[config.mk]
export PLATFORM = sky130hd
export DESIGN_NAME = handshake_decode
export DESIGN_NICKNAME = d
export VERILOG_FILES = /design/src/source/afu_core_pkg.sv /design/src/source/handshake_decode.sv
export VERILOG_INCLUDE_DIRS = /design/src /design/src/source
export SDC_FILE = /design/constraint.sdc
export NUM_CORES = 1
export LEC_CHECK = 0
export ABC_AREA = 1
export BUFFER_PORTS_ARGS = -buffer_cell sky130_fd_sc_hd__buf_2
export CORE_AREA = 8 8 199 201
export DETAILED_ROUTE_END_ITERATION = 10
export DIE_AREA = 0 0 207 209
export HOLD_SLACK_MARGIN = 0.02
export PLACE_DENSITY = 0.35
export SYNTH_ARGS = -nofsm -noshare
export SYNTH_HDL_FRONTEND = slang
export SYNTH_SLANG_ARGS = --single-unit
[constraint.sdc]
create_clock -name CLK_400M -period 2.5 [get_ports CLK_400M]
set_input_delay 0.25 -clock CLK_400M [delete_from_list [all_inputs] [get_ports CLK_400M]]
set_output_delay 0.25 -clock CLK_400M [all_outputs]
set_load 0.02 [all_outputs]
[src/source/afu_core_macros.svh]
// sizes, host memory offsets and handshake bit positions for the staging core
// include wherever a size or an offset is needed
`ifndef AFU_CORE_MACROS_SVH
`define AFU_CORE_MACROS_SVH

// ----------------------------------------
// line buffer geometry
`define CL_WIDTH        512
`define MAX_READ        256
`define LINES_PER_READ  4
`define BUF_DEPTH       (`MAX_READ * `LINES_PER_READ)
`define BATCH_WIDTH     9
`define COUNT_WIDTH     11

// ----------------------------------------
// host address map, in cache lines above io_src_ptr
`define ADDR_WIDTH      58
`define INPUT_OFFSET    (50331648 + 16384)
`define HAND_OFFSET     (`INPUT_OFFSET - 1)

// handshake line layout
`define TAG0_BIT        480
`define TAG1_BIT        482
`define BATCH_LSB       448

// completion word, top bits of the handshake line
`define DONE_CODE       16
`define DONE_WIDTH      32

`define SETTLE_CYCLES   3

`endif

[src/source/afu_core_pkg.sv]
// shared types of the staging core
// compile first, modules import it in their headers
`default_nettype none

`include "afu_core_macros.svh"

package afu_core_pkg;

	// handshake view of a polled line, msb first
	typedef struct packed {
		logic [`CL_WIDTH-`TAG1_BIT-2:0]                 upper;
		logic                                           tag1;
		logic [`TAG1_BIT-`TAG0_BIT-2:0]                 rsvd_tag;
		logic                                           tag0;
		logic [`TAG0_BIT-`BATCH_LSB-`BATCH_WIDTH-1:0]   rsvd_mid;
		logic [`BATCH_WIDTH-1:0]                        batch_size;
		logic [`BATCH_LSB-1:0]                          lower;
	} handshake_t;

	// one response word, raw or as a handshake
	typedef union packed {
		logic [`CL_WIDTH-1:0] raw;
		handshake_t           hs;
	} cache_line_t;

	// ninth bit for a full batch of 256
	typedef logic [`BATCH_WIDTH-1:0] batch_size_t;

	typedef logic [`COUNT_WIDTH-1:0] line_count_t;

	typedef logic [`ADDR_WIDTH-1:0] line_addr_t;

endpackage

`default_nettype wire

[src/source/handshake_decode.sv]
// checks a polled handshake line against the expected tag
// and holds the batch size of the accepted job
`timescale 1ns/1ps
`default_nettype none

`include "afu_core_macros.svh"

module handshake_decode import afu_core_pkg::*; (
	input  wire               CLK_400M,
	input  wire               reset_n,
	input  wire               poll_check,
	input  wire               io_rx_rd_valid,
	input  wire cache_line_t  io_rx_data,
	output logic              batch_start,
	output logic              poll_miss,
	output batch_size_t       batch_size
);

	// host flips between tag0 and tag1 on each job
	logic expect_tag1;
	logic tag_hit;
	logic poll_resp;

	assign poll_resp = poll_check && io_rx_rd_valid;
	assign tag_hit = expect_tag1 ? io_rx_data.raw[`TAG1_BIT] : io_rx_data.raw[`TAG0_BIT];

	always_ff @(posedge CLK_400M) begin
		if (!reset_n) begin
			expect_tag1 <= 1'b0;
			batch_start <= 1'b0;
			poll_miss <= 1'b0;
		end else begin
			batch_start <= poll_resp && tag_hit;
			poll_miss <= poll_resp && !tag_hit;
			if (poll_resp && tag_hit) begin
				expect_tag1 <= !expect_tag1;
			end
		end
	end

	// size only taken from an accepted handshake
	always_ff @(posedge CLK_400M) begin
		if (poll_resp && tag_hit) begin
			batch_size <= io_rx_data.hs.batch_size;
		end
	end

endmodule

`default_nettype wire

==> results of run 1 <==
-- layout by cell type, fill, tap and decap left out --
cell type  Yosys  final
buf_2          0     25
edfxtp_1       9      9
inv_1          3      3
dfxtp_1        3      3
clkbuf_16      0      3
nand2_1        2      2
nand2_2        2      2
diode_2        0      1
nand3_2        1      1
nor2_2         1      1
nor3_2         1      1
o21ai_1        1      1
a31oi_1        1      1
nor2_1         1      1
clkbuf_1       0      1
-- worst max-delay path, delay by kind of cell (launching register included) --
family                 cells  cell delay (ns)
buffers and inverters      1             0.28
flip-flops                 1             0.35
AND/OR/NAND/NOR            3             0.24
-- power by group --
group          switching [mW]  internal, mW  leakage [nW]
Combinational          0.0283        0.0142         0.138
Clock                  0.0788         0.214        0.0382
Sequential            0.00203         0.223         0.107
-- path summary, 6_finish.rpt --
check / startpoint / end / slack, ns / cells past startpoint
worst max-delay path: expect_tag1$_SDFFE_PN0P_ / batch_size[6]$_DFFE_PP_ / 1.30 / 4
worst min-delay path: io_rx_data[450] / batch_size[2]$_DFFE_PP_ / 0.19 / 1
worst max register to register: expect_tag1$_SDFFE_PN0P_ / batch_size[6]$_DFFE_PP_ / 1.30 / 4
worst min register to register: expect_tag1$_SDFFE_PN0P_ / expect_tag1$_SDFFE_PN0P_ / 0.52 / 2
-- cells by family (layout without fill, tap and decap cells) --
family	count (synthesis)	count (layout)	share of synthesized area, %
simple gates	8	8	12.42
other cells	0	1	0
compound gates	2	2	2.795
buf+inv	3	32	2.795
flops	12	12	81.99
-- stage by stage --
step	cells	worst slack (ns)	hold slack (ns)
after floorplan	25	1.419	0.3489
after global placement	518	1.286	0.4286
after detailed placement	518	1.282	0.4285
after CTS	522	1.278	0.1822
after global routing	523	1.201	0.1824
final	523	1.304	0.1853
-- routing by layer --
metal	track usage (%)	share of wire, %	up-vias
li1	-	-	147
met1	2.021	70	109
met2	0.3881	10	28
met3	1.182	18	8
met4	0.2218	0.46	6
met5	0	1.7	-
-- final cells by class --
cell class / instances / area, sq um / area share, %
Antenna cell: 1 / 2.502 / 0.2094
Clock buffer: 4 / 78.83 / 6.597
Inverter: 3 / 11.26 / 0.9424
Multi-Input combinational cell: 10 / 61.31 / 5.131
Sequential cell: 12 / 330.3 / 27.64
Tap cell: 468 / 585.6 / 49.01
Timing Repair Buffer: 25 / 125.1 / 10.47
-- state kept, by name (all words and copies together) (netlist names) --
register     flops
batch_size       9
batch_start      1
expect_tag1      1
poll_miss        1
==> results.md, run 1 <==
- TritonCTS buffer count: 3
- Clock Latency Late Sink: 0.24 ns
- Chip width: 207 um
- Global-route wire length before repair: 3001 um
- Initial antenna violation count: 4
- Core area: 0.03626 sq mm
- RSZ-0062 raised after global routing: no
- Synth Warn #: 0
- Clock buffer depth: 2
- Post-synth EDFFs: 9
- Clock sinks: 12
- Placed instance area: 0.001114 sq mm
- Final instance area: between 0.001 and 0.0015 sq mm
- Final Hold Viols: 0
- Clock skew: 0.002743 ns
- WP data arrival: around 1.1 ns
- Number of synthesized register bits: 12
- Fmax: 0.8362 GHz
- Avg Cell Area, Syn: 16.12 sq um
- Top_reg_cell synth: edfxtp_1
- Pwr Density: approximately 470 mW/mm^2
- Max Cap Viol: 0
- Crit end category: flip-flop
- Layout Utilization: about 3.3%
- Leak: approximately 0.28 nW
- Mapped Cells: 25
- Clock transition at path regs: 0.04 ns
- Gp weighted congestion: 0.6189
- Share of the synthesized area in the top cell type: 67.08%
- Starting density of the core: 1.111%
- Crit start category: flip-flop
- Number of global-route vias before repair: 346
- Status: finished, final reports clean
- Rel. slew slack: about three quarters
- Routed vias: 298
- P&R area growth vs syn: 196.6%
- Ys async rst share: 0%
- GRT Util Overall: 1.106%
- Die Area: 0.04326 sq mm
- Total length of routed wires: 2367 um
- Pwr Total: 559.9 uW
- Vias per cell: about 0.57
- Most frequent cell on the critical path: nand2_2
- Filler cells: 4362
- Crit-path cells: nand2_2, nand2_2, nand3_2, inv_1
- CP max-delay cell: dfxtp_1
- Post-synth top cells: edfxtp_1 (9), dfxtp_1 (3), inv_1 (3)
- # port buffers: 25
- Area contributors post-synth: edfxtp_1 (67%), dfxtp_1 (15%), nand2_2 (3.1%)
- Worst-path maximum fanout: 9
- Slew Viols, Final: 0
- Period utilization: roughly 48%
- Clock root cell: clkbuf_16
- CTS tree: done
- CTS resizes: 0
- Core Rows: 70
- Top-count cell post-synth: edfxtp_1
- Critical path type: flip-flop to flip-flop
- Die span in y: 209 um
- Top Ports: 527
- Worst-Margin Slew: 0.3465 ns
- Cell Area, Synth: just over 400 sq um
- H-tree level count: 1
- Critical Path RT: 2.40 ns
- Post-synth cell types: 11
- Drt drc: 0
- Endpoints failing setup: 0
- Share of the yosys chip area belonging to registers: between 80% and 90%
- Syn nets: 541
- Peak VDD IR: approximately 310 uV
- Global route overflow: 0
- Layout Nets: 571
- CP peak stage delay: 0.35 ns
- Share of layout cells above drive strength 1: between 60 and 70%
- Initial DRC count: 15
- Largest net degree at the start of global routing: 10
- Antenna Nets Post-Route: 0
- Post-route setup TNS: 0 ns
- Number of hold buffers added after cts: 0
- HP Class: input pin to flip-flop
- TritonRoute pass-1 iters: 2
- Synth area leader: edfxtp_1
- Crit path time final: between 1 and 1.5 ns
- Routed len/inst: 4.526 um
- Setup bufs post-CTS: 0
Power figures use the tool's default switching activity.
==> inputs of run 2 (changes only) <==
--- a/config.mk
+++ b/config.mk
@@ -6,13 +6,13 @@
 export SDC_FILE = /design/constraint.sdc
 export NUM_CORES = 1
 export LEC_CHECK = 0
-export ABC_AREA = 1
+export ABC_AREA = 0
 export BUFFER_PORTS_ARGS = -buffer_cell sky130_fd_sc_hd__buf_2
-export CORE_AREA = 8 8 199 201
+export CORE_AREA = 8 8 200 202
 export DETAILED_ROUTE_END_ITERATION = 10
-export DIE_AREA = 0 0 207 209
+export DIE_AREA = 0 0 208 210
 export HOLD_SLACK_MARGIN = 0.02
-export PLACE_DENSITY = 0.35
+export PLACE_DENSITY = 0.36
 export SYNTH_ARGS = -nofsm -noshare
 export SYNTH_HDL_FRONTEND = slang
 export SYNTH_SLANG_ARGS = --single-unit
==> constraint.sdc (replaced) <==
create_clock -name CLK_400M -period 1.05 [get_ports CLK_400M]
set_input_delay 0.105 -clock CLK_400M [delete_from_list [all_inputs] [get_ports CLK_400M]]
set_output_delay 0.105 -clock CLK_400M [all_outputs]
set_load 0.02 [all_outputs]
==> results.md, run 2 <==
- Gp weighted congestion: 0.5933 (-4.1%)
- Number of global-route vias before repair: 337 (-2.6%)
- Slew Viols, Final: 0 (unchanged)
- CP max-delay cell: edfxtp_1
- Peak VDD IR: 670.3 uV (+110%)
- Cell Area, Synth: 385.4 sq um (-4.3%)
- Post-route setup TNS: -0.07552 ns (-0.07552 ns)
- Starting density of the core: 1.043% (-0.068 points)
- Crit path time final: 1.083 ns
- Synth area leader: edfxtp_1
- Post-synth top cells: edfxtp_1 (9), dfxtp_1 (3), nand2_1 (2)
- Worst-path maximum fanout: 1 (-8)
- FF-to-FF path depth: 2 (-2)
- Syn nets: 536 (-0.92%)
- Crit end category: primary output
- Vias per cell: 0.5733 (+0.62%)
- Layout Utilization: 3.467% (+0.17 points)
- Worst Hold Path Cells: 1 (unchanged)
- Core area: 0.03696 sq mm (+1.9%)
- Crit start category: flip-flop
- Clock root cell: clkbuf_16
- Share of layout cells above drive strength 1: 66.67% (+5.6 points)
- Share of the synthesized area in the top cell type: 70.13% (+3.0 points)
- Pwr Density: 1060 mW/mm^2 (+130%)
- Filler cells: 4414 (+1.2%)
- Endpoints failing setup: 6 (+6)
- Clock Latency Late Sink: 0.24 ns (about the same)
- Largest Register: batch_size
- Commonest non-fill, non-tap cell in the layout: buf_2
- Max Cap Viol: 0 (unchanged)
- Total length of routed wires: 2468 um (+4.3%)
- TritonCTS buffer count: 3 (unchanged)
- Crit Reg-Reg Startpoint: expect_tag1$_SDFFE_PN0P_
- WP data arrival: 0.98 ns (-0.12 ns)
- Worst-Margin Slew: 0.3329 ns (-0.01363 ns)
- Fmax: 0.9230 GHz
- Commonest non-fill, non-tap cells in the layout: buf_2 (16), edfxtp_1 (9), buf_6 (9), clkbuf_16 (3)
- TritonRoute pass-1 iters: 4 (+2)
- Critical path type: flip-flop to primary output
- Number of buffers and inverters on the critical path: 1 (unchanged)
- Final worst slack: -0.03340 ns (-1.337 ns)
- Die span in y: 210 um (+0.48%)
- Hold path start: io_rx_data[451]
- Final Hold Viols: 0 (unchanged)
- R2r setup slk: -0.01 ns (-1.31 ns)
- Drt drc: 0 (unchanged)
- # port buffers: 25 (unchanged)
- Ys async rst share: 0% (unchanged)
- Synth Warn #: 0 (unchanged)
- Top-count cell post-synth: edfxtp_1
- GRT Util Overall: 1.104% (-0.0018 points)
- Share of the yosys chip area belonging to registers: 85.71% (+3.7 points)
- Initial antenna violation count: 1 (-3)
- HP Class: input pin to flip-flop
- Rel. slew slack: 77.81% (+0.93 points)
- Core Rows: 71 (+1.4%)
- CP peak stage delay: 0.53 ns (+0.18 ns)
- Post-synth EDFFs: 9 (unchanged)
- Area contributors post-synth: edfxtp_1 (70%), dfxtp_1 (16%), o221a_2 (2.9%)
- Largest register FFs: 9 (unchanged)
- CP top delay family: flip-flops
- Die Area: 0.04368 sq mm (+0.96%)
- CTS tree: done
- P&R area growth vs syn: 232.5%
- Clock sinks: 12 (unchanged)
- Critical Path RT: 0.94 ns (-1.46 ns)
- Inserted Diodes: 0 (-1)
- Clock transition at path regs: 0.04 ns (about the same)
- Clock buffer depth: 2 (unchanged)
- Chip width: 208 um (+0.48%)
- Number of synthesized register bits: 12 (unchanged)
- Clock skew: 0.0004684 ns (-0.002274 ns)
- Initial DRC count: 12 (-3)
- Post-synth cell types: 9 (-2)
- Status: finished with violations
- Global route overflow: 0 (unchanged)
- RSZ-0062 raised after global routing: yes
- H-tree level count: 1 (unchanged)
- Mapped Cells: 20 (-20%)
- Hold endpoint: batch_size[3]$_DFFE_PP_
- Global-route wire length before repair: 3049 um (+1.6%)
- Routed len/inst: 4.701 um (+3.9%)
- Largest net degree at the start of global routing: 8 (-2)
- Top Ports: 527 (unchanged)
- Period utilization: 103.2%
- R2R Path End: batch_size[1]$_DFFE_PP_
- Layout Nets: 568 (-0.53%)
- Avg Cell Area, Syn: 19.27 sq um (+20%)
- Antenna Nets Post-Route: 0 (unchanged)
- Failing checks: setup timing
- Top_reg_cell synth: edfxtp_1
- Leak: 0.2966 nW (+4.9%)
- Routed vias: 301 (+1.0%)
- Crit-path cells: buf_6
run 2: worst max path at each step:
stage / slack [ns] / startpoint / to / cells past startpoint
after global routing: -0.03 / batch_size[3]$_DFFE_PP_ / batch_size[3] / 1
final: -0.03 / batch_size[8]$_DFFE_PP_ / batch_size[8] / 1
after detailed placement: -0.03 / expect_tag1$_SDFFE_PN0P_ / batch_size[7]$_DFFE_PP_ / 2
after global placement: -0.04 / expect_tag1$_SDFFE_PN0P_ / batch_size[7]$_DFFE_PP_ / 2
after floorplan: 0.05 / expect_tag1$_SDFFE_PN0P_ / batch_size[0]$_DFFE_PP_ / 2
after CTS: -0.02 / expect_tag1$_SDFFE_PN0P_ / batch_size[4]$_DFFE_PP_ / 2
run 2: cell type report:
cell class	count	area (sq um)	area share (%)
Timing Repair Buffer	26	188.9	14.75
Tap cell	474	593.1	46.29
Clock buffer	3	75.07	5.859
Clock inverter	1	3.754	0.2930
Sequential cell	12	334.1	26.07
Multi-Input combinational cell	9	86.33	6.738
run 2: cells by family after synthesis:
| kind of cell | Yosys count | share of synthesized area (%) |
|---|---|---|
| mux | 1 | 2.598 |
| flops | 12 | 85.72 |
| simple gates | 6 | 8.768 |
| compound gates | 1 | 2.922 |
run 2: where the power goes:
part	internal, mW	switching (mW)
registers	0.529	0.0247
clock network	0.501	0.193
logic	0.0544	0.0564
total	1.08	0.274
run 2: metal layers:
metal  GRT usage [%]  wire (um)  up-vias
met5               0         13        -
met4          0.2203          2        2
met3          0.6386        243        2
met2          0.4210        319       28
met1           2.321       1889      128
li1                -          -      141
run 2: through the flow:
stage          setup WS [ns]  hold WS, ns  instances  power [mW]  area, sq um
3_5_place_dp        -0.02808       0.2850        519      0.6472         1115
5_1_grt             -0.03106      0.03831        525       1.411         1281
4_1_cts             -0.01928      0.03943        525       1.376         1272
3_3_place_gp        -0.03910       0.2860        519      0.6479         1115
2_1_floorplan        0.04733       0.2039         20      0.5794        396.6
6_report            -0.03340      0.04307        525       1.358         1281
run 2: timing repair:
action	in CTS	in global routing
buffers inserted	1	0
cloned	1	0
pin swaps	1	1
hold buffers	0	0
endpoints found under the setup margin	17	17
gates resized for setup	19	3
