`config.mk`:
```
export PLATFORM = sky130hd
export DESIGN_NAME = batch_sequencer
export DESIGN_NICKNAME = d
export VERILOG_FILES = /design/src/source/afu_core_pkg.sv /design/src/source/batch_sequencer.sv
export VERILOG_INCLUDE_DIRS = /design/src /design/src/source
export SDC_FILE = /design/constraint.sdc
export NUM_CORES = 1
export LEC_CHECK = 0
export BUFFER_PORTS_ARGS = -buffer_cell sky130_fd_sc_hd__buf_4
export CORE_MARGIN = 2
export CORE_UTILIZATION = 54
export CTS_BUF_LIST = sky130_fd_sc_hd__clkbuf_8
export CTS_CLUSTER_DIAMETER = 200
export DETAILED_ROUTE_END_ITERATION = 10
export PLACE_DENSITY = 0.86
export SLEW_MARGIN = 20
export SYNTH_ARGS = -nofsm -noshare
export SYNTH_HDL_FRONTEND = slang
export SYNTH_SLANG_ARGS = --single-unit
```
`constraint.sdc`:
```
create_clock -name CLK_400M -period 3.3 [get_ports CLK_400M]
set_clock_uncertainty 0.1 [all_clocks]
set_input_delay 0.165 -clock CLK_400M [delete_from_list [all_inputs] [get_ports CLK_400M]]
set_output_delay 0.165 -clock CLK_400M [all_outputs]
set_load 0.005 [all_outputs]
```
`src/source/afu_core_macros.svh`:
```
// sizes, host memory offsets and handshake bit positions for the staging core
// include wherever a size or an offset is needed
`ifndef AFU_CORE_MACROS_SVH
`define AFU_CORE_MACROS_SVH

// ----------------------------------------
// line buffer geometry
`define CL_WIDTH        512
`define MAX_READ        256
`define LINES_PER_READ  4
`define BUF_DEPTH       (`MAX_READ * `LINES_PER_READ)
`define BATCH_WIDTH     9
`define COUNT_WIDTH     11

// ----------------------------------------
// host address map, in cache lines above io_src_ptr
`define ADDR_WIDTH      58
`define INPUT_OFFSET    (50331648 + 16384)
`define HAND_OFFSET     (`INPUT_OFFSET - 1)

// handshake line layout
`define TAG0_BIT        480
`define TAG1_BIT        482
`define BATCH_LSB       448

// completion word, top bits of the handshake line
`define DONE_CODE       16
`define DONE_WIDTH      32

`define SETTLE_CYCLES   3

`endif

```
`src/source/afu_core_pkg.sv`:
```
// shared types of the staging core
// compile first, modules import it in their headers
`default_nettype none

`include "afu_core_macros.svh"

package afu_core_pkg;

	// handshake view of a polled line, msb first
	typedef struct packed {
		logic [`CL_WIDTH-`TAG1_BIT-2:0]                 upper;
		logic                                           tag1;
		logic [`TAG1_BIT-`TAG0_BIT-2:0]                 rsvd_tag;
		logic                                           tag0;
		logic [`TAG0_BIT-`BATCH_LSB-`BATCH_WIDTH-1:0]   rsvd_mid;
		logic [`BATCH_WIDTH-1:0]                        batch_size;
		logic [`BATCH_LSB-1:0]                          lower;
	} handshake_t;

	// one response word, raw or as a handshake
	typedef union packed {
		logic [`CL_WIDTH-1:0] raw;
		handshake_t           hs;
	} cache_line_t;

	// ninth bit for a full batch of 256
	typedef logic [`BATCH_WIDTH-1:0] batch_size_t;

	typedef logic [`COUNT_WIDTH-1:0] line_count_t;

	typedef logic [`ADDR_WIDTH-1:0] line_addr_t;

endpackage

`default_nettype wire

```
`src/source/batch_sequencer.sv`:
```
// job FSM of the core: settle, poll the handshake, load the batch,
// then hand over to the result stage
`timescale 1ns/1ps
`default_nettype none

`include "afu_core_macros.svh"

module batch_sequencer import afu_core_pkg::*; (
	input  wire               CLK_400M,
	input  wire               reset_n,
	input  wire               core_start,
	input  wire               spl_tx_rd_almostfull,
	input  wire line_addr_t   io_src_ptr,
	input  wire               batch_start,
	input  wire               poll_miss,
	input  wire batch_size_t  batch_size,
	input  wire line_count_t  fill_count,
	input  wire               output_done,
	output logic              poll_check,
	output logic              load_active,
	output logic              output_start,
	output logic              cor_tx_rd_valid,
	output line_addr_t        cor_tx_rd_addr
);

	localparam logic [2:0] S_IDLE   = 3'd0;
	localparam logic [2:0] S_SETTLE = 3'd1;
	localparam logic [2:0] S_POLL   = 3'd2;
	localparam logic [2:0] S_CHECK  = 3'd3;
	localparam logic [2:0] S_LOAD   = 3'd4;
	localparam logic [2:0] S_OUTPUT = 3'd5;

	localparam int SETTLE_W = $clog2(`SETTLE_CYCLES + 1);
	localparam logic [SETTLE_W-1:0] SETTLE_LAST = SETTLE_W'(`SETTLE_CYCLES - 1);

	logic [2:0]           state;
	logic [SETTLE_W-1:0]  settle_cnt;
	line_count_t          issued;
	line_count_t          line_total;
	line_addr_t           hand_addr;
	line_addr_t           input_base;
	logic                 poll_issue;
	logic                 load_issue;

	assign hand_addr = io_src_ptr + line_addr_t'(`HAND_OFFSET);
	assign input_base = io_src_ptr + line_addr_t'(`INPUT_OFFSET);
	assign line_total = line_count_t'(batch_size) * line_count_t'(`LINES_PER_READ);

	assign poll_check = (state == S_CHECK);
	assign load_active = (state == S_LOAD);

	// one read per cycle at most, none under almost-full
	assign poll_issue = (state == S_POLL) && !spl_tx_rd_almostfull;
	assign load_issue = load_active && (issued != line_total) && !spl_tx_rd_almostfull;

	// ----------------------------------------
	// job phases
	always_ff @(posedge CLK_400M) begin
		if (!reset_n) begin
			state <= S_IDLE;
			settle_cnt <= '0;
			issued <= '0;
			output_start <= 1'b0;
			cor_tx_rd_valid <= 1'b0;
		end else begin
			output_start <= 1'b0;
			cor_tx_rd_valid <= poll_issue || load_issue;
			case (state)
				S_IDLE: begin
					if (core_start) begin
						settle_cnt <= '0;
						state <= S_SETTLE;
					end
				end
				S_SETTLE: begin
					settle_cnt <= settle_cnt + SETTLE_W'(1);
					if (settle_cnt == SETTLE_LAST) begin
						state <= S_POLL;
					end
				end
				S_POLL: begin
					if (poll_issue) begin
						state <= S_CHECK;
					end
				end
				S_CHECK: begin
					if (batch_start) begin
						issued <= '0;
						state <= S_LOAD;
					end else if (poll_miss) begin
						state <= S_POLL;
					end
				end
				S_LOAD: begin
					if (load_issue) begin
						issued <= issued + line_count_t'(1);
					end else if (issued == line_total && fill_count == line_total) begin
						// all lines requested and back in the buffer
						output_start <= 1'b1;
						state <= S_OUTPUT;
					end
				end
				S_OUTPUT: begin
					if (output_done) begin
						state <= S_IDLE;
					end
				end
				default: state <= S_IDLE;
			endcase
		end
	end

	// read address, only meaningful with the valid
	always_ff @(posedge CLK_400M) begin
		if (poll_issue) begin
			cor_tx_rd_addr <= hand_addr;
		end else if (load_issue) begin
			cor_tx_rd_addr <= input_base + line_addr_t'(issued);
		end
	end

endmodule

`default_nettype wire

```
==> impl_metrics.yaml, run 1 <==
setup_path:
  cp.buffers_inverters: 0
  crit_path_end_kind: "flip-flop"
  critPathRequiredTime_ns: 3.29
  cp-start-kind: "flip-flop"
  crit_family: "compound AO/OA/AOI/OAI gates"
  arrival_ns: 2.91
  path_depth: 9
  cp_slowest_stage_delay_ns: 0.41
  r2r_cells: 9
  rr_endpoint: "cor_tx_rd_addr[34]"
  reg2reg_from: "issued[0]"
  endpoint: "cor_tx_rd_addr[34]"
  startpoint: "issued[0]"
  path_cells: "ha_1, fa_1, a21o_1, a221oi_2, or4_4, and3_4, o21ba_4, nor3b_1, xor2_1"
  crit_slowest_cell: "fa_1"
  rrSetupSlack_ns: 0.38
  crit_fanout: 15
  crit_type: "reg -> reg"
floorplan:
  die-width_microns: 99.6
  num_rows: 34
  start_util: 0.561
  fp.coreArea_sq_um: 8810
  die_y_microns: 99.6
  io_pins: 147
  die-area_sq_um: 9920
timing:
  finalCritPeriodShare: 0.884
  setup-violations-final: 0
  hold_viol: 0
  rsz0062_at_grt: "false"
  fin_setup_tns_ns: 0
  slew_viol_final: 0
  holdWs_ns: 0.00874
  worst_slew_pin_slew_ns: 0.578
  period_minus_slack_ns: 2.92
  relSlewSlack: 0.605
  max_freq_ghz: 0.343
logic_synthesis:
  seq_area_frac_synth: 0.426
  synth_edf_count: 58
  synthArstFlopShare: 0
  synth.ff_latch_count: 76
  ys_types: 64
  syn-num-nets: 609
  synth_area_sq_um: 4940
  ys.flop_type: "edfxtp_1"
  yosys_warnings: 0
  synth_cells: 508
  synth.avg_cell_area_sq_um: 9.72
cells_and_area:
  nFillCells: 650
  final_cell_mix: "buf_4, edfxtp_1, xor2_1"
  num-nets-final: 760
  area_growth_pct: 29.4
  drive_gt1_frac: 0.288
  ff_latch_area_sq_um: 2100
  fin_cells: 772
  multi_input_area_sq_um: 2720
  num_antenna_cells: 0
  layout_commonest_cell: "buf_4"
  fin_util: 0.725
pwr:
  p_clk_frac: 0.290
  switching_share: 0.289
  comb_power_share: 0.251
  vdd_ir_drop_max_v: 0.000356
  power_leakage_nw: 2.57
  internal_power_w: 0.00194
  total_power_w: 0.00273
  powerDensity_nw_per_um2: 427
  p_sw_w: 0.000788
  p_seq_frac: 0.459
clock_network:
  cts_hold_buf: 1
  ctsRootBufferMaster: "clkbuf_8"
  cts_setup_buffers: 0
  clk_latency_ns: 0.35
  htreeDepth: 3
  clockBufferDepth: 2
  cts_tree: "built"
  clk_pin_slew_ns: 0.09
  ctsResizeCount: 0
  cts_buffers: 9
  cts.sinks: 76
global_route:
  overflow: 0
  grt_pass1_vias: 4314
  antenna_found_initial: 0
  grt_first_pass_wirelength_microns: 20300
  grt_use_total: 0.256
  grt_max_degree: 51
placement:
  place_hpwl_microns: 9900
  dp_cells: 755
  gp_congestion: 0.902
  portBuffers: 146
route:
  num_vias: 4516
  ant_nets: 0
  dr.pass1.iters: 7
  drt_iter0_drc: 252
  avgViaCountPerCell: 5.85
  drcViolationCount: 0
  wire_per_inst_microns: 16.7
  wl_microns: 12900
outcome:
  status: "complete, no violations"
flow_run:
  max-cap-violations: 0
hold_path:
  holdCritPathClass: "in -> reg"
==> cell families (layout without fill, tap and decap cells) <==
family          after synthesis  after routing  synth area share
flops                        76             76             0.426
xor+xnor                     86             86             0.153
compound gates               86             86             0.115
fa+ha+maj                    16             16            0.0421
buf+inv                      27            183            0.0228
simple gates                217            217             0.241
==> Yosys cell counts, types with 3 or more instances <==
cell type	count	area (sq um)
a211oi_1	3	22.5
nand2_1	51	191
nor2_1	45	169
nor3_2	4	40.0
a21oi_1	27	135
nor4b_1	3	26.3
and3_1	12	75.1
ha_1	15	188
edfxtp_1	58	1740
buf_2	3	15.0
a31oi_1	6	37.5
nor4_2	3	37.5
nor4_1	9	56.3
xnor2_1	35	307
inv_1	15	56.3
clkbuf_1	8	30.0
nor2b_1	5	31.3
a21o_1	5	37.5
and2_1	7	43.8
or3_1	3	18.8
dfxtp_1	18	360
nor3_1	16	80.1
xor2_1	51	447
nand2b_1	7	43.8
nand3_1	17	85.1
o21ai_0	16	80.1
or4_1	3	22.5
o31ai_1	4	30.0
nand4_1	14	87.6
==> layer usage <==
metal,part of all wire,global-route usage
met5,0,0
met3,0.078,0.0358
met2,0.50,0.443
met1,0.39,0.311
met4,0.031,0.129
==> worst reg2reg max path, cell delays in order, from the launching register on <==
cell	delay, ns
dfxtp_1	0.34
ha_1	0.22
fa_1	0.42
a21o_1	0.22
a221oi_2	0.37
or4_4	0.20
and3_4	0.19
o21ba_4	0.32
nor3b_1	0.12
xor2_1	0.15
==> power by group through the flow <==
stage,clock (W),sequential (W),combinational (W)
floorplan,0,0.00127,0.000338
global placement,0,0.00127,0.000659
detailed placement,0,0.00128,0.000681
CTS,0.000787,0.00125,0.000687
global route,0.000824,0.00127,0.000745
finish,0.000790,0.00125,0.000685
==> how the worst min path moves through the flow <==
stage	from	cells past startpoint	slack (ns)	end
6_report	io_src_ptr[53]	2	0.009	cor_tx_rd_addr[53]
5_1_grt	io_src_ptr[57]	2	0.009	cor_tx_rd_addr[57]
4_1_cts	io_src_ptr[53]	2	0.001	cor_tx_rd_addr[53]
3_3_place_gp	reset_n	2	0.33	state[2]
2_1_floorplan	reset_n	1	0.18	state[2]
3_5_place_dp	reset_n	2	0.33	state[2]
==> final cells by class <==
class	instances	area share
multi-input cells	405	0.427
flip-flops and latches	76	0.329
repair buffers	152	0.181
well taps	108	0.0212
clock buffers	9	0.0194
clock inverters	7	0.0139
inverters	15	0.00882
==> flip-flops by register name, summed over array words and instances (netlist names) <==
name             cells
cor_tx_rd_addr      58
issued              11
cor_tx_rd_valid      1
settle_cnt           2
output_start         1
state                3
==> through the flow <==
stage / area [sq um] / setup WS (ns)
2_1_floorplan: 4940 / 0.535
3_3_place_gp: 6160 / 0.508
3_5_place_dp: 6160 / 0.444
4_1_cts: 6390 / 0.413
5_1_grt: 6390 / 0.182
6_report: 6390 / 0.384
(Power assumes the default switching activity.)
==> run 2: changes to the inputs <==
Settings changed: ABC_AREA set to 1, CORE_UTILIZATION 54 to 58.
==> impl_metrics.yaml, run 2 <==
floorplan:
  start_util: 0.596
  num_rows: 41
  fp.coreArea_sq_um: 12600
  die-area_sq_um: 13900
  die_y_microns: 118
  die-width_microns: 118
  io_pins: 147
logic_synthesis:
  yosys_warnings: 0
  synth_edf_count: 58
  syn-num-nets: 1355
  yosysMostFrequentCell: "nand2_1"
  ys.flop_type: "edfxtp_1"
  synth_top_area_cell: "edfxtp_1"
  synthArstFlopShare: 0
  synth_cells: 1254
  ys_types: 37
  synth.ff_latch_count: 76
  synth_top_cell_area_share: 0.232
  ys_top_cells_by_area: "edfxtp_1, nand2_1, inv_1"
  seq_area_frac_synth: 0.280
  synth_commonest_cells: "nand2_1, inv_1, nor2_1, nand3_1, edfxtp_1"
  synth.avg_cell_area_sq_um: 6.00
  synth_area_sq_um: 7520
clock_network:
  clk_pin_slew_ns: 0.09
  cts_setup_buffers: 0
  htreeDepth: 3
  cts_buffers: 9
  clockBufferDepth: 2
  clk_latency_ns: 0.38
  cts.sinks: 76
  ctsRootBufferMaster: "clkbuf_8"
  cts_tree: "built"
cells_and_area:
  fin_area_sq_um: 9070
  nFillCells: 1139
  largest_register_ffs: 58
  num-nets-final: 1507
  top_regs: "cor_tx_rd_addr: 58 flops, issued: 11 flops, state: 3 flops"
  area_growth_pct: 20.6
  drive_gt1_frac: 0.153
  top_register: "cor_tx_rd_addr"
  final_cell_mix: "nand2_1, inv_1, nor2_1"
  num_antenna_cells: 0
  multi_input_area_sq_um: 4640
  ff_latch_area_sq_um: 2100
  layout_commonest_cell: "nand2_1"
pwr:
  power_leakage_nw: 4.50
  vdd_ir_drop_max_v: 0.000423
  total_power_w: 0.00333
  internal_power_w: 0.00216
  comb_power_share: 0.345
  p_clk_frac: 0.249
  p_seq_frac: 0.405
  switching_share: 0.350
  powerDensity_nw_per_um2: 367
  p_sw_w: 0.00116
timing:
  max_freq_ghz: 0.390
  worst_slew_pin_slew_ns: 0.608
  rsz0062_at_grt: "false"
  finalCritPeriodShare: 0.778
  relSlewSlack: 0.595
  fin_setup_tns_ns: 0
  period_minus_slack_ns: 2.57
  slew_viol_final: 0
  setup-violations-final: 0
  hold_viol: 0
global_route:
  grt_use_met1: 0.461
  grt_use_total: 0.378
  antenna_found_initial: 0
  grt_pass1_vias: 8230
  grt_first_pass_wirelength_microns: 41500
  grt_use_met2: 0.635
  use_met3: 0.0596
  overflow: 0
  grt_max_degree: 49
  top_usage_layer: "met2"
setup_path:
  cp-start-kind: "flip-flop"
  startpoint: "issued[0]"
  critPathRequiredTime_ns: 3.35
  crit_fanout: 5
  crit_type: "reg -> reg"
  arrival_ns: 2.61
  crit_path_end_kind: "flip-flop"
  r2r_cells: 13
  reg2reg_from: "issued[0]"
flow_run:
  max-cap-violations: 0
route:
  num_vias: 8846
  wl_microns: 26300
  drt_iter0_drc: 869
  wire_per_inst_microns: 16.6
  ant_nets: 0
  drcViolationCount: 0
  dr.pass1.iters: 6
  avgViaCountPerCell: 5.59
hold_path:
  holdPathStages: 2
  min_from: "io_src_ptr[27]"
  holdCritPathClass: "in -> reg"
placement:
  dpl-instance-area_sq_um: 8790
  place_hpwl_microns: 21000
  portBuffers: 146
  gp_congestion: 0.983
outcome:
  status: "complete, no violations"
run 2: changes by cell type after synthesis, sizes merged, moves of 21 or more:
cell and change:
xnor2 -21, nand2 +420, nor2 +127, inv +169, nand3 +93, nand4 +22
run 2: final timing paths:
check,endpoint,slack (ns)
worst max-delay path,cor_tx_rd_addr[28],0.73
worst min register to register,settle_cnt[1],0.37
worst min-delay path,cor_tx_rd_addr[27],0.01
worst max register to register,cor_tx_rd_addr[28],0.73
run 2: logic make-up after synthesis:
kind of cell,after synthesis,synth area share
AOI/OAI and AO/OA,79,0.0577
xor gates and xnor gates,45,0.0524
adders and majority gates,16,0.0276
buffers and inverters,201,0.103
DFF,76,0.280
and+or+nand+nor,837,0.479
run 2: what timing repair did:
item                      CTS  global route
resized for setup           0             0
hold buffers                6             0
hold endpoints to repair   10             0
run 2: layer usage:
layer / vias to the layer above / routed length, microns
li1: 4291 / -
met1: 3928 / 10200
met2: 522 / 12200
met3: 105 / 2360
met4: 0 / 1510
met5: - / 0
run 2: cell type report:
class	instances	area share
Timing Repair Buffer	158	0.132
Clock inverter	6	0.00883
Clock buffer	10	0.0152
Inverter	184	0.0762
Sequential cell	76	0.232
Tap cell	172	0.0237
Multi-Input combinational cell	977	0.512
run 2: worst max-delay path: stages (launching register included):
cell     delay, ns
dfxtp_1       0.35
ha_1          0.29
fa_1          0.46
nand3_1       0.13
inv_1         0.04
nor2_1        0.21
nor2_1        0.09
or2_2         0.33
nand2_1       0.08
nand2_1       0.05
nand2_1       0.05
nand2_1       0.05
nand2_1       0.05
nand2_1       0.05
run 2: power by group through the flow:
stage | logic [W] | registers, W | clock network [W]
after floorplan | 0.000561 | 0.00138 | 0
after global placement | 0.00110 | 0.00136 | 0
after detailed placement | 0.00113 | 0.00137 | 0
after CTS | 0.00114 | 0.00135 | 0.000826
after global routing | 0.00126 | 0.00137 | 0.000868
final | 0.00115 | 0.00135 | 0.000830
run 2: stage by stage:
stage	instances	hold WS [ns]	worst slack, ns	util
5_1_grt	1583	0.0194	0.553	0.719
4_1_cts	1583	0.00178	0.787	0.719
6_report	1583	0.0108	0.734	0.719
3_5_place_dp	1561	0.346	0.784	0.697
3_3_place_gp	1561	0.345	0.780	0.697
2_1_floorplan	1254	0.185	0.391	-
