--- config.mk ---
export PLATFORM = sky130hd
export DESIGN_NAME = result_writer
export DESIGN_NICKNAME = d
export VERILOG_FILES = /design/src/source/afu_core_pkg.sv /design/src/source/result_writer.sv
export VERILOG_INCLUDE_DIRS = /design/src /design/src/source
export SDC_FILE = /design/constraint.sdc
export NUM_CORES = 1
export LEC_CHECK = 0
export BUFFER_PORTS_ARGS = -buffer_cell sky130_fd_sc_hd__buf_2
export CAP_MARGIN = 20
export CORE_AREA = 4 4 477 479
export DETAILED_ROUTE_END_ITERATION = 6
export DIE_AREA = 0 0 481 483
export GPL_TIMING_DRIVEN = 0
export HOLD_SLACK_MARGIN = 0.08
export PLACE_DENSITY_LB_ADDON = 0.15
export SYNTH_ARGS = -nofsm -noshare
export SYNTH_HDL_FRONTEND = slang
export SYNTH_SLANG_ARGS = --single-unit
--- constraint.sdc ---
create_clock -name CLK_400M -period 59.9 [get_ports CLK_400M]
set_clock_uncertainty 0.15 [all_clocks]
set_input_delay 11.98 -clock CLK_400M [delete_from_list [all_inputs] [get_ports CLK_400M]]
set_output_delay 11.98 -clock CLK_400M [all_outputs]
set_load 0.01 [all_outputs]
--- src/source/afu_core_macros.svh ---
// sizes, host memory offsets and handshake bit positions for the staging core
// include wherever a size or an offset is needed
`ifndef AFU_CORE_MACROS_SVH
`define AFU_CORE_MACROS_SVH

// ----------------------------------------
// line buffer geometry
`define CL_WIDTH        512
`define MAX_READ        256
`define LINES_PER_READ  4
`define BUF_DEPTH       (`MAX_READ * `LINES_PER_READ)
`define BATCH_WIDTH     9
`define COUNT_WIDTH     11

// ----------------------------------------
// host address map, in cache lines above io_src_ptr
`define ADDR_WIDTH      58
`define INPUT_OFFSET    (50331648 + 16384)
`define HAND_OFFSET     (`INPUT_OFFSET - 1)

// handshake line layout
`define TAG0_BIT        480
`define TAG1_BIT        482
`define BATCH_LSB       448

// completion word, top bits of the handshake line
`define DONE_CODE       16
`define DONE_WIDTH      32

`define SETTLE_CYCLES   3

`endif

--- src/source/afu_core_pkg.sv ---
// shared types of the staging core
// compile first, modules import it in their headers
`default_nettype none

`include "afu_core_macros.svh"

package afu_core_pkg;

	// handshake view of a polled line, msb first
	typedef struct packed {
		logic [`CL_WIDTH-`TAG1_BIT-2:0]                 upper;
		logic                                           tag1;
		logic [`TAG1_BIT-`TAG0_BIT-2:0]                 rsvd_tag;
		logic                                           tag0;
		logic [`TAG0_BIT-`BATCH_LSB-`BATCH_WIDTH-1:0]   rsvd_mid;
		logic [`BATCH_WIDTH-1:0]                        batch_size;
		logic [`BATCH_LSB-1:0]                          lower;
	} handshake_t;

	// one response word, raw or as a handshake
	typedef union packed {
		logic [`CL_WIDTH-1:0] raw;
		handshake_t           hs;
	} cache_line_t;

	// ninth bit for a full batch of 256
	typedef logic [`BATCH_WIDTH-1:0] batch_size_t;

	typedef logic [`COUNT_WIDTH-1:0] line_count_t;

	typedef logic [`ADDR_WIDTH-1:0] line_addr_t;

endpackage

`default_nettype wire

--- src/source/result_writer.sv ---
// writes the staged batch to the destination region, then the fence,
// completion word and closing fence on the handshake line
`timescale 1ns/1ps
`default_nettype none

`include "afu_core_macros.svh"

module result_writer import afu_core_pkg::*; (
	input  wire               CLK_400M,
	input  wire               reset_n,
	input  wire               output_start,
	input  wire               spl_tx_wr_almostfull,
	input  wire batch_size_t  batch_size,
	input  wire line_addr_t   io_src_ptr,
	input  wire line_addr_t   io_dst_ptr,
	input  wire cache_line_t  rd_data,
	output line_count_t       rd_index,
	output logic              output_done,
	output logic              cor_tx_wr_valid,
	output logic              cor_tx_fence_valid,
	output line_addr_t        cor_tx_wr_addr,
	output cache_line_t       cor_tx_data
);

	localparam logic [2:0] W_IDLE   = 3'd0;
	localparam logic [2:0] W_DATA   = 3'd1;
	localparam logic [2:0] W_FENCE1 = 3'd2;
	localparam logic [2:0] W_DONE   = 3'd3;
	localparam logic [2:0] W_FENCE2 = 3'd4;

	logic [2:0]   state;
	line_count_t  wr_ptr;
	line_count_t  next_ptr;
	line_count_t  line_total;
	line_addr_t   hand_addr;
	cache_line_t  done_line;
	logic         data_issue;
	logic         tail_issue;

	assign hand_addr = io_src_ptr + line_addr_t'(`HAND_OFFSET);
	assign line_total = line_count_t'(batch_size) * line_count_t'(`LINES_PER_READ);
	assign done_line.raw = {`DONE_WIDTH'(`DONE_CODE), {(`CL_WIDTH - `DONE_WIDTH){1'b0}}};

	assign data_issue = (state == W_DATA) && (wr_ptr != line_total) && !spl_tx_wr_almostfull;
	assign tail_issue = !spl_tx_wr_almostfull &&
		(state == W_FENCE1 || state == W_DONE || state == W_FENCE2);

	// prefetch: rd_data always holds the line at wr_ptr
	assign next_ptr = wr_ptr + line_count_t'(data_issue);
	assign rd_index = (state == W_DATA) ? next_ptr : '0;

	// ----------------------------------------
	// write sequence
	always_ff @(posedge CLK_400M) begin
		if (!reset_n) begin
			state <= W_IDLE;
			wr_ptr <= '0;
			output_done <= 1'b0;
			cor_tx_wr_valid <= 1'b0;
			cor_tx_fence_valid <= 1'b0;
		end else begin
			output_done <= 1'b0;
			cor_tx_wr_valid <= data_issue || tail_issue;
			cor_tx_fence_valid <= tail_issue && (state != W_DONE);
			case (state)
				W_IDLE: begin
					if (output_start) begin
						wr_ptr <= '0;
						state <= W_DATA;
					end
				end
				W_DATA: begin
					wr_ptr <= next_ptr;
					if (next_ptr == line_total) begin
						state <= W_FENCE1;
					end
				end
				W_FENCE1: begin
					if (tail_issue) begin
						state <= W_DONE;
					end
				end
				W_DONE: begin
					if (tail_issue) begin
						state <= W_FENCE2;
					end
				end
				W_FENCE2: begin
					if (tail_issue) begin
						output_done <= 1'b1;
						state <= W_IDLE;
					end
				end
				default: state <= W_IDLE;
			endcase
		end
	end

	// write address and data
	always_ff @(posedge CLK_400M) begin
		if (data_issue) begin
			cor_tx_wr_addr <= io_dst_ptr + line_addr_t'(wr_ptr);
			cor_tx_data <= rd_data;
		end else if (tail_issue) begin
			cor_tx_wr_addr <= hand_addr;
			if (state == W_DONE) begin
				cor_tx_data <= done_line;
			end else begin
				cor_tx_data <= '0;
			end
		end
	end

endmodule

`default_nettype wire
==> results.md, run 1 <==
Run status:
- The run finished with clean final reports.

Detailed routing:
- The DRC violation total after the first TritonRoute iteration is 1439.
- The first TritonRoute pass finished after 6 iterations.
- Dividing the detail-routed wire length by the instance count gives 27.55 um.
- Wires add up to 173.5 mm.
- The via density per instance is 3.329.
- The count of nets left with antenna violations once routing finished came out at 0.
- The routed layout has 20962 vias.
- For this run, design rule violations remaining after detail routing come to 0.

Clock network:
- The clock tree synthesis step divided the H-tree into 3 levels.
- The count of instances resized after the clock tree is built is 0.
- The worst-case clock buffer depth is 3.
- Clock-pin slew was measured on the worst setup and hold paths at 0.06 ns.
- Hold repair after CTS inserted 0 buffers.
- CTS placed an instance of clkbuf_16 at the clock tree root.
- The clock tree from TritonCTS is built.
- The number of clock buffers added by TritonCTS is 85.
- The number of setup buffers added after CTS is 0.
- The number of clock sinks is 587.
- The clock insertion delay at the later pin of the skew report is 0.69 ns.

Global route:
- The final global-route overflow total is 0.
- The maximum number of pins on one net before global-route repair is 28.
- In the global route stage, overall resource usage came out at 0.1436.
- The via count of the first global-routing pass is 21103.
- The first global-routing pass estimated 220.5 mm of wire.
- The initial antenna violation count is 194.

Yosys:
- The share of the synthesized area in the top cell type is 0.6757.
- Synthesis inferred 587 register bits.
- The async set or reset register ratio after synthesis is 0.
- The post-synthesis sequential area ratio is 0.6892.
- For this run, the leading register cell type out of synthesis is edfxtp_1.
- The synthesized design contains 570 enable-type register cells.
- In the synthesized netlist, the number of instances is 1844.
- Ranked by instance count, the synthesized netlist is headed by edfxtp_1, and2_1, xnor2_1, clkbuf_1, nor2_1.
- The number of nets in the synthesized netlist is 2500.
- The cell area after synthesis is 25330 um^2.
- The average cell area after synthesis is 13.74 um^2.
- The largest area contributor in the synthesized netlist is edfxtp_1.
- The library cell with the highest instance count after synthesis is edfxtp_1.
- In the post-synthesis netlist, the biggest area contributors are edfxtp_1, and2_1, xnor2_1, dfxtp_1, clkbuf_1.
- The number of different library cells used by synthesis comes to 67.
- During synthesis, Yosys emitted a total of 0 warnings.

Min path:
- The class of the tightest hold or removal check is reg2reg.

Die:
- For this configuration, the core starts out at a cell density of 0.1133.
- The number of top-level design ports is 1225.
- The overall die height is 483 um.
- The standard cell core area is 223600 um^2.
- The die is 481 um wide.
- The overall die area is 232300 um^2.
- The row count is 174.

STA:
- The highest attainable clock frequency is 35.20 MHz.
- Setup violations remaining at the end of the flow were counted as 0.
- The count of final hold-check violations is 0.
- Setup repair after global routing left no endpoint under its margin.
- In this run the tightest slew margin relative to its limit is 0.2493.
- The slew at the pin closest to its max-slew limit is 1.125 ns.
- The final count of pins violating max slew is 0.
- Summed over all failing endpoints, the final setup total negative slack is 0 ns.
- The minimum clock period after layout is 28.41 ns.
- In the finished design, the share of the clock period the worst path needs comes to 0.4743.

Setup path:
- STA classifies the critical path startpoint as a primary input.
- The type of the setup path with the least slack is in2out.
- The required time of the critical path is 47.77 ns.
- For the worst setup path, the data arrival time is 16.28 ns.
- The maximum fanout count along the critical path is 10.
- STA classifies the critical path endpoint as a primary output.

Power and ir drop:
- The power density normalized to cell area is 28.64 nW/um^2.
- The worst-case IR drop observed on VDD is 0.00001737 V.
- The reported leakage power is 15.29 nW.
- The power after layout is 1.113 mW.

Place:
- Once detailed placement completed, the half-perimeter wirelength came to 148.6 mm.
- The congestion estimate from routability-driven global placement came to 0.8326.
- In this run the tool buffered the top-level ports with 1224 buffer cells.

Cells and area:
- Compared with the post-synthesis result, the final layout area differs by 53.44%.
- The final layout net count is 3841.
- The ratio of cells with drive above 1 in the final layout is 0.4334.

Flow run:
- Max-cap violations in this run came to 0.
path summary, 6_finish.rpt:
| kind | start | to | slack, ns | depth (start not counted) |
|---|---|---|---|---|
| setup / recovery | batch_size[4] | rd_index[10] | 31.49 | 16 |
| hold / removal | state[1] | state[1] | 0.42 | 2 |
| setup reg to reg | wr_ptr[6] | state[0] | 54.59 | 16 |
| hold reg to reg | state[1] | state[1] | 0.42 | 2 |
final cells by class:
type	count	area (um^2)
timing repair buffer	1254	6749
inverter	21	78.83
tap	2992	3744
clock buffer	112	2323
multi-input combinational	1143	7413
fill	25008	184700
clock inverter	46	584.3
antenna	48	120.1
buffer	93	397.9
sequential	587	17460
worst max-delay path, stage by stage:
cell,delay [ns]
buf_2,0.10
xnor2_1,0.16
nor4b_1,0.19
a311o_1,0.56
inv_1,0.13
buf_2,0.60
buf_2,0.36
buf_2,0.41
ha_1,0.26
ha_1,0.15
clkbuf_1,0.24
nand4_1,0.28
nor3_1,0.37
xnor2_1,0.11
nor2_1,0.15
buf_2,0.18
flip-flops by register name, summed over array words and instances, names as in the netlist:
register            count
cor_tx_wr_valid         1
output_done             1
state                   3
cor_tx_data           512
cor_tx_fence_valid      1
wr_ptr                 11
cor_tx_wr_addr         58
metal layers:
layer,vias up,track usage,part of all wire
met5,-,0,0.0035
met4,98,0.03780,0.026
met3,346,0.05985,0.10
met2,1081,0.2444,0.48
met1,10000,0.1652,0.39
li1,9437,-,-
metrics by stage:
stage,area [um^2],setup WS [ns],util,cells,hold slack [ns]
after global placement,35200,-25.45,0.1574,6060,0.4152
after floorplan,25330,5.635,-,1844,0.3585
final,38870,31.49,0.1738,6296,0.4236
after global routing,38770,30.93,0.1734,6257,0.4819
after detailed placement,35840,31.31,0.1603,6090,0.4164
after CTS,38750,31.29,0.1733,6248,0.4255
power by group:
part	leakage, nW	internal [mW]	switching (mW)
Clock	1.40	0.315	0.220
Sequential	5.59	0.467	0.00404
Combinational	8.30	0.0409	0.0655
Total	15.3	0.823	0.290
cell usage in the layout (no fill, tap or decap), drive strengths merged, types with 29 or more instances in the layout:
| cell | netlist | final |
|---|---|---|
| buf | 23 | 1277 |
| nand2 | 57 | 57 |
| xor2 | 30 | 30 |
| diode | 0 | 48 |
| clkbuf | 70 | 182 |
| edfxtp | 570 | 570 |
| clkinv | 0 | 29 |
| a211oi | 31 | 31 |
| nand4 | 29 | 29 |
| nor2 | 59 | 59 |
| nand3 | 40 | 40 |
| xnor2 | 73 | 73 |
| and2 | 520 | 520 |
| a21oi | 52 | 52 |
cells by family after synthesis:
| logic type | count (synthesis) | share of synthesized area |
|---|---|---|
| and+or+nand+nor | 842 | 0.1994 |
| DFF | 587 | 0.6892 |
| AOI/OAI and AO/OA | 168 | 0.04342 |
| buffers and inverters | 114 | 0.01882 |
| xor gates and xnor gates | 103 | 0.03561 |
| muxes | 15 | 0.005927 |
| adders and majority gates | 15 | 0.007706 |
Power figures use the tool's default switching activity.
==> run 2: changes to the inputs <==
Settings changed: ABC_AREA set to 1, CORE_AREA 4 4 477 479 to 4 4 475 477, DIE_AREA 0 0 481 483 to 0 0 479 481.
Clock period 59.9 ns to 29.8 ns, I/O delays scaled along.
==> run 2 against run 1 <==
  * Critical path depth is 2 higher
  * Critical path type unchanged
  * Register-to-register slack worse by 29 ns
  * Global-route usage is 0.55 points higher
  * Synthesized area up 7.4%
  * Clock-buffer cell count is 13 lower
  * Utilization grew 0.79 points
  * Sequential share of layout area decreased by 1.5 points
  * Die area is 0.83% lower
  * Via count is 19% higher
  * Largest cell class unchanged
  * Synthesized cell count rose by 54%
==> results.md, run 2 <==
Run status:
- Run status: completed (unchanged).

Place:
- The instance count after placement with tap cells included is 7053 (was 6090).
- The post-DP HPWL is 155.1 mm (was 148.6 mm).
- The final estimated routing congestion in global placement is 0.8726 (was 0.8326).
- The number of buffers added on ports is 1223 (was 1224).

Detailed routing:
- The post-route DRC violation count was 0 (unchanged).
- The detailed-router iteration count before antenna repair came to 5 (was 6).
- The detailed-route wire length is 179.6 mm (was 173.5 mm).
- The average detailed-routed wire length per instance is 24.82 um (was 27.55 um).
- The DRC violation total after the first TritonRoute iteration is 1538 (was 1439).
- The post-detailed-route count of antenna-violating nets is 0 (unchanged).
- The count of vias placed by the detailed router was 24986 (was 20962).
- The via density per instance is 3.452 (was 3.329).

Global route:
- The maximum number of pins on one net before global-route repair is 64 (was 28).
- The initial antenna violation count is 188 (was 194).
- The final global-route overflow total is 0 (unchanged).
- The via count of the first global-routing pass is 24785 (was 21103).
- The overall global routing resource usage came to 0.1491 (was 0.1436).
- The wire length of the first global-routing pass came to 232.1 mm (was 220.5 mm).

Yosys:
- The average cell area after synthesis was 9.568 um^2 (was 13.74 um^2).
- Top area cells in the synthesized netlist: edfxtp_1, nor2_1, inv_1, nand2_1, xor2_1 (was edfxtp_1, and2_1, xnor2_1, dfxtp_1, clkbuf_1).
- The number of library cell types mapped by synthesis is 42 (was 67).
- The primary flip-flop cell chosen by synthesis mapping is edfxtp_1 (unchanged).
- The cell area after synthesis is 27200 um^2 (was 25330 um^2).
- The share of the synthesized area in the top cell type is 0.6293 (was 0.6757).
- The async set or reset register ratio after synthesis is 0 (unchanged).
- Leading cell types by count after synthesis: nor2_1, inv_1, edfxtp_1, nand2_1, nand3_1 (was edfxtp_1, and2_1, xnor2_1, clkbuf_1, nor2_1).
- The number of standard cells after synthesis is 2843 (was 1844).
- The warning count from the yosys run is 0 (unchanged).
- The library cell with the highest instance count after synthesis was nor2_1 (was edfxtp_1).
- The largest area contributor in the synthesized netlist is edfxtp_1 (unchanged).
- The post-synthesis sequential area ratio came to 0.6418 (was 0.6892).
- The number of flops mapped to enable cells by yosys is 570 (unchanged).
- The number of nets in the synthesized netlist was 3499 (was 2500).
- The total of flip-flops plus latches after synthesis is 587 (unchanged).

Clock network:
- The CTS root buffer was clkbuf_16 (unchanged).
- The count of instances resized after the clock tree is built is 0 (unchanged).
- The clock tree from TritonCTS was built (unchanged).
- The number of hold buffers added after cts is 0 (unchanged).
- The clock slew seen by the registers of the worst setup and hold paths is 0.06 ns (about the same).
- The clock insertion delay at the later pin of the skew report is 0.71 ns (was 0.69 ns).
- The number of levels the H-tree was split into is 3 (unchanged).
- The worst-case clock buffer depth was 3 (unchanged).
- The number of setup buffers added after CTS is 0 (unchanged).
- The number of clock sinks came to 587 (unchanged).
- The CTS buffer count is 84 (was 85).

Min path:
- The number of cells on the worst hold path is 2 (unchanged).
- The class of the tightest hold or removal check is reg2reg (unchanged).

Flow run:
- The max-cap violation count is 0 (unchanged).

Setup path:
- The type of destination of the critical path is a primary output (unchanged).
- The arrival time reported for the critical path endpoint is 9.37 ns (was 16.28 ns).
- Ordered cell list for the critical path: buf_2, xor2_1, nor2_1, nand3_1, o21ai_4, buf_16, inv_2, buf_2, buf_2, ha_1, ha_1, nand2_1, nor2_1, nand2_1, nor2_2, xnor2_1, nor2_1, buf_2 (was buf_2, xnor2_1, nor4b_1, a311o_1, inv_1, buf_2, buf_2, buf_2, ha_1, ha_1, clkbuf_1, nand4_1, nor3_1, xnor2_1, nor2_1, buf_2).
- The dominant cell type by count on the critical path was buf_2 (unchanged).
- The biggest cell delay along the critical path is 0.37 ns (was 0.60 ns).
- The reg-to-reg setup timing slack is 25.14 ns (was 54.59 ns).
- The sort of element at the start of the critical path is a primary input (unchanged).
- The first element of the critical path is batch_size[1] (was batch_size[4]).
- The cell count of the worst reg-to-reg path was 15 (was 16).
- The endpoint of the worst-slack reg-to-reg timing path is cor_tx_data[181] (was state[0]).
- The required time of the critical path came to 23.69 ns (was 47.77 ns).
- The cell type of the slowest stage on the worst timing path is buf_2 (unchanged).
- The worst reg2reg path startpoint is wr_ptr[2] (was wr_ptr[6]).
- The type of the setup path with the least slack is in2out (unchanged).
- The endpoint of the worst setup timing path is rd_index[10] (unchanged).
- The maximum fanout count along the critical path is 10 (unchanged).

Cells and area:
- The most common cell after layout, fill and taps aside is buf_2 (unchanged).
- Regs by FF count: cor_tx_data (512), cor_tx_wr_addr (58), wr_ptr (11) (unchanged).
- The flip-flop count of the largest register, all copies and words added is 512 (unchanged).
- Most used cells in the layout excluding fill and tap cells: buf_2, nor2_1, inv_1 (was buf_2, edfxtp_1, and2_1).
- The layout overhead on the synthesized area is 47.97% (was 53.44%).
- The filler-free cell count of the finished design is 7238 (was 6296).
- The multi-input logic area is 6874 um^2 (was 7413 um^2).
- The ratio of cells with drive above 1 in the final layout is 0.3426 (was 0.4334).
- The layout filler cell count is 25221 (was 25008).
- The total area of sequential cells was 17460 um^2 (unchanged).
- The register bank with the most flops is cor_tx_data (unchanged).
- The final layout net count came to 4820 (was 3841).

Die:
- The overall die area is 230400 um^2 (was 232300 um^2).
- The horizontal die dimension is 479 um (was 481 um).
- The standard cell core area is 221400 um^2 (was 223600 um^2).
- The row count is 173 (was 174).
- The number of top-level design ports is 1225 (unchanged).
- The initial standard-cell utilization of the core came to 0.1228 (was 0.1133).
- The overall die height came to 481 um (was 483 um).

Power and ir drop:
- The worst supply voltage drop on vdd is 0.00004004 V (was 0.00001737 V).
- The power density normalized to cell area is 85.09 nW/um^2 (was 28.64 nW/um^2).
- The reported leakage power was 18.83 nW (was 15.29 nW).
- The power after layout is 3.425 mW (was 1.113 mW).

STA:
- For this run, the top clock speed supported by timing is 64.60 MHz.
- The total negative slack is 0 ns (unchanged).
- In the finished design, the share of the clock period the worst path needs comes to 0.5194.
- The slew at the pin closest to its max-slew limit came to 0.9601 ns (was 1.125 ns).
- The worst max-slew margin expressed relative to the limit is 0.3532 (was 0.2493).
- The final count of pins violating max slew is 0 (unchanged).
- The count of final hold-check violations is 0 (unchanged).
- The final-report setup violation count is 0 (unchanged).
- The worst path in the final design needs a cycle of 15.48 ns, including I/O delays and setup.
- RSZ-0062 raised after global routing: no (unchanged).
-- run 2: worst min path at each step --
stage	from	to	slack (ns)
after floorplan	wr_ptr[0]	wr_ptr[0]	0.33
after global routing	wr_ptr[10]	wr_ptr[10]	0.44
final	wr_ptr[10]	wr_ptr[10]	0.42
after CTS	wr_ptr[10]	wr_ptr[10]	0.42
after detailed placement	state[2]	state[2]	0.41
after global placement	wr_ptr[10]	wr_ptr[10]	0.40
-- run 2: logic make-up (layout without fill, tap and decap cells) --
group                      Yosys count  after routing  share of synthesized area
AOI/OAI and AO/OA                  126            126                    0.02668
xor gates and xnor gates            79             79                    0.02544
adders and majority gates           15             15                   0.007176
buffers and inverters              745           2132                     0.1061
DFF                                587            587                     0.6418
muxes                                2              2                  0.0007820
other                                0             33                          0
and+or+nand+nor                   1289           1289                     0.1921
-- run 2: metrics by stage --
stage	worst slack, ns	area, um^2	utilization	hold WS (ns)
finish	14.32	40250	0.1818	0.4192
global route	14.03	40180	0.1815	0.4439
CTS	14.21	40170	0.1814	0.4226
detailed placement	14.22	37380	0.1688	0.4130
global placement	-3.016	37040	0.1673	0.4041
floorplan	9.430	27200	-	0.3254
-- run 2: cell type report --
class | count | share of cell area
Timing Repair Buffer | 1235 | 0.1601
Clock buffer | 99 | 0.05415
Clock inverter | 53 | 0.01501
Multi-Input combinational cell | 1511 | 0.1708
Antenna cell | 33 | 0.002052
Tap cell | 2975 | 0.09248
Buffer | 73 | 0.009015
Inverter | 672 | 0.06267
Sequential cell | 587 | 0.4337
-- run 2: metal layers --
layer,share of wire,track usage
met4,0.021,0.02937
met1,0.40,0.1742
met2,0.50,0.2678
met5,0.0018,0
met3,0.080,0.04640
-- run 2: power breakdown --
part	leakage (nW)	switching (mW)	total, mW	internal, mW
combinational	11.9	0.738	1.03	0.288
clock	1.35	0.429	1.05	0.620
sequential	5.62	0.0759	1.35	1.27
-- run 2: worst max-delay path, delay by kind of cell --
kind	cells	cell delay (ns)
buf+inv	6	1.29
simple gates	7	1.11
fa+ha+maj	2	0.49
xor+xnor	2	0.30
compound gates	1	0.17
==> run 3: changes to the inputs <==
Clock period 29.8 ns to 15.32 ns, I/O delays scaled along.
==> run 3 against run 2 <==
  * Sequential share of layout area up 0.063 points
  * Register-to-register slack worse by 15 ns
  * Highest routed layer unchanged
  * Critical endpoint unchanged
  * Non-clock buffer count down 5
  * Design area down 0.15%
  * Critical path type unchanged
==> results.md, run 3 (synthesis results as in run 2) <==
Global route:
- The maximum number of pins on one net before global-route repair came to 106 (was 64).
- The final global-route overflow total is 0 (unchanged).
- The via count of the first global-routing pass is 24838 (was 24785).
- The overall global routing resource usage came to 0.1497 (was 0.1491).
- The met1 track utilization from global routing is 0.1806 (was 0.1742).
- The met3 global-route usage was 0.04603 (was 0.04640).
- The wire length of the first global-routing pass is 232.4 mm (was 232.1 mm).
- The most heavily used metal layer in global routing is met2 (unchanged).
- The met2 global-route usage is 0.2617 (was 0.2678).
- The initial antenna violation count is 165 (was 188).

STA:
- Of the available clock period, the critical path in the final layout requires 0.6367.
- The final count of pins violating max slew is 0 (unchanged).
- The worst max-slew margin expressed relative to the limit is 0.3712 (was 0.3532).
- The count of final hold-check violations is 0 (unchanged).
- The total negative slack is 0 ns (unchanged).
- The slew at the pin closest to its max-slew limit is 0.9432 ns (was 0.9601 ns).
- Based on the critical path, the design can be clocked at up to 102.5 MHz.
- The final-report setup violation count came to 0 (unchanged).
- RSZ-0062 raised after global routing: no (unchanged).
- The minimum clock period after layout is 9.754 ns.

Detailed routing:
- The count of vias placed by the detailed router is 24968 (was 24986).
- The via density per instance is 3.454 (was 3.452).
- The detailed-route wire length was 180.6 mm (was 179.6 mm).
- The detailed-router iteration count before antenna repair is 5 (unchanged).
- The average detailed-routed wire length per instance is 24.98 um (was 24.82 um).
- The post-route DRC violation count is 0 (unchanged).
- The post-detailed-route count of antenna-violating nets was 0 (unchanged).
- The DRC violation total after the first TritonRoute iteration came to 1516 (was 1538).

Clock network:
- The worst-case clock buffer depth is 3 (unchanged).
- The clock slew seen by the registers of the worst setup and hold paths is 0.06 ns (about the same).
- The clock insertion delay at the later pin of the skew report came to 0.72 ns (was 0.71 ns).
- The number of clock sinks is 587 (unchanged).
- The CTS root buffer is clkbuf_16 (unchanged).
- The CTS buffer count was 86 (was 84).
- The count of instances resized after the clock tree is built is 0 (unchanged).
- The number of setup buffers added after CTS is 0 (unchanged).
- The clock tree from TritonCTS is built (unchanged).
- The number of levels the H-tree was split into is 3 (unchanged).
- The number of hold buffers added after cts is 0 (unchanged).

Run status:
- Run status: completed (unchanged).

Die:
- The row count is 173 (unchanged).
- The overall die area is 230400 um^2 (unchanged).
- The number of top-level design ports was 1225 (unchanged).
- The horizontal die dimension is 479 um (unchanged).
- The standard cell core area was 221400 um^2 (unchanged).
- The initial standard-cell utilization of the core is 0.1228 (unchanged).
- The overall die height was 481 um (unchanged).

Place:
- The number of buffers added on ports was 1223 (unchanged).
- The final estimated routing congestion in global placement is 0.8590 (was 0.8726).
- The cell area after placement came to 37260 um^2 (was 37380 um^2).
- The instance count after placement with tap cells included was 7048 (was 7053).
- The post-DP HPWL came to 154.4 mm (was 155.1 mm).

Setup path:
- The arrival time reported for the critical path endpoint is 6.54 ns (was 9.37 ns).
- The type of the setup path with the least slack is in2out (unchanged).
- The maximum fanout count along the critical path is 10 (unchanged).
- The type of destination of the critical path is a primary output (unchanged).
- The sort of element at the start of the critical path is a primary input (unchanged).
- The required time of the critical path is 12.11 ns (was 23.69 ns).

Cells and area:
- The layout overhead on the synthesized area is 47.75% (was 47.97%).
- The post-layout instance area was 40190 um^2 (was 40250 um^2).
- The most common cell after layout, fill and taps aside is buf_2 (unchanged).
- The register bank with the most flops is cor_tx_data (unchanged).
- Most used cells in the layout excluding fill and tap cells: buf_2, nor2_1, inv_1 (unchanged).
- Regs by FF count: cor_tx_data (512), cor_tx_wr_addr (58), wr_ptr (11) (unchanged).
- The filler-free cell count of the finished design is 7228 (was 7238).
- The final layout net count is 4817 (was 4820).
- The layout filler cell count is 25161 (was 25221).
- The flip-flop count of the largest register, all copies and words added was 512 (unchanged).
- The ratio of cells with drive above 1 in the final layout is 0.3423 (was 0.3426).

Min path:
- The class of the tightest hold or removal check is reg2reg (unchanged).

Power and ir drop:
- The worst supply voltage drop on vdd is 0.0001140 V (was 0.00004004 V).
- The power density normalized to cell area came to 165.6 nW/um^2 (was 85.09 nW/um^2).
- The reported leakage power is 18.79 nW (was 18.83 nW).

Flow run:
- The max-cap violation count is 0 (unchanged).
-- run 3: worst paths after layout --
check	from	to	slack [ns]	depth (start not counted)
setup reg to reg	wr_ptr[2]	cor_tx_data[53]	10.19	13
setup / recovery	batch_size[7]	rd_index[10]	5.57	19
hold / removal	state[0]	output_done	0.40	3
hold reg to reg	state[0]	output_done	0.40	3
-- run 3: report_power, final --
part / switching (mW) / internal [mW]
clock: 0.854 / 1.22
combinational: 1.42 / 0.527
sequential: 0.151 / 2.48
-- run 3: metal layers --
metal  routed length, um  up-vias
met3               14540      314
li1                    -    11581
met5                 278        -
met4                3882       42
met2               88750     1136
met1               73130    11895
-- run 3: final cells by class --
class / count / area, um^2 / share of cell area
Timing Repair Buffer: 1230 / 6314 / 0.1571
Antenna cell: 29 / 72.57 / 0.001806
Clock buffer: 105 / 2286 / 0.05688
Inverter: 672 / 2522 / 0.06276
Buffer: 73 / 362.8 / 0.009028
Tap cell: 2975 / 3722 / 0.09262
Multi-Input combinational cell: 1511 / 6883 / 0.1713
Clock inverter: 46 / 570.5 / 0.01420
Sequential cell: 587 / 17460 / 0.4344
-- run 3: through the flow --
stage / worst slack [ns] / util / hold slack [ns] / power [mW]
2_1_floorplan: 3.629 / - / 0.3254 / 3.651
3_3_place_gp: -4.263 / 0.1673 / 0.4063 / 5.104
3_5_place_dp: 5.489 / 0.1683 / 0.3902 / 4.723
4_1_cts: 5.477 / 0.1812 / 0.4165 / 6.880
5_1_grt: 5.295 / 0.1812 / 0.4342 / 7.027
6_report: 5.566 / 0.1815 / 0.4048 / 6.656
-- run 3: critical path: stages --
cell     delay [ns]
buf_2          0.12
inv_1          0.11
o21ai_1        0.07
a21oi_1        0.16
nand4_1        0.21
o21ai_4        0.54
buf_16         0.22
inv_2          0.05
buf_2          0.23
buf_2          0.29
ha_1           0.28
ha_1           0.22
nand2_1        0.13
nor2_1         0.10
nand2_1        0.13
nor2_2         0.07
xnor2_1        0.12
nor2_1         0.21
buf_2          0.19
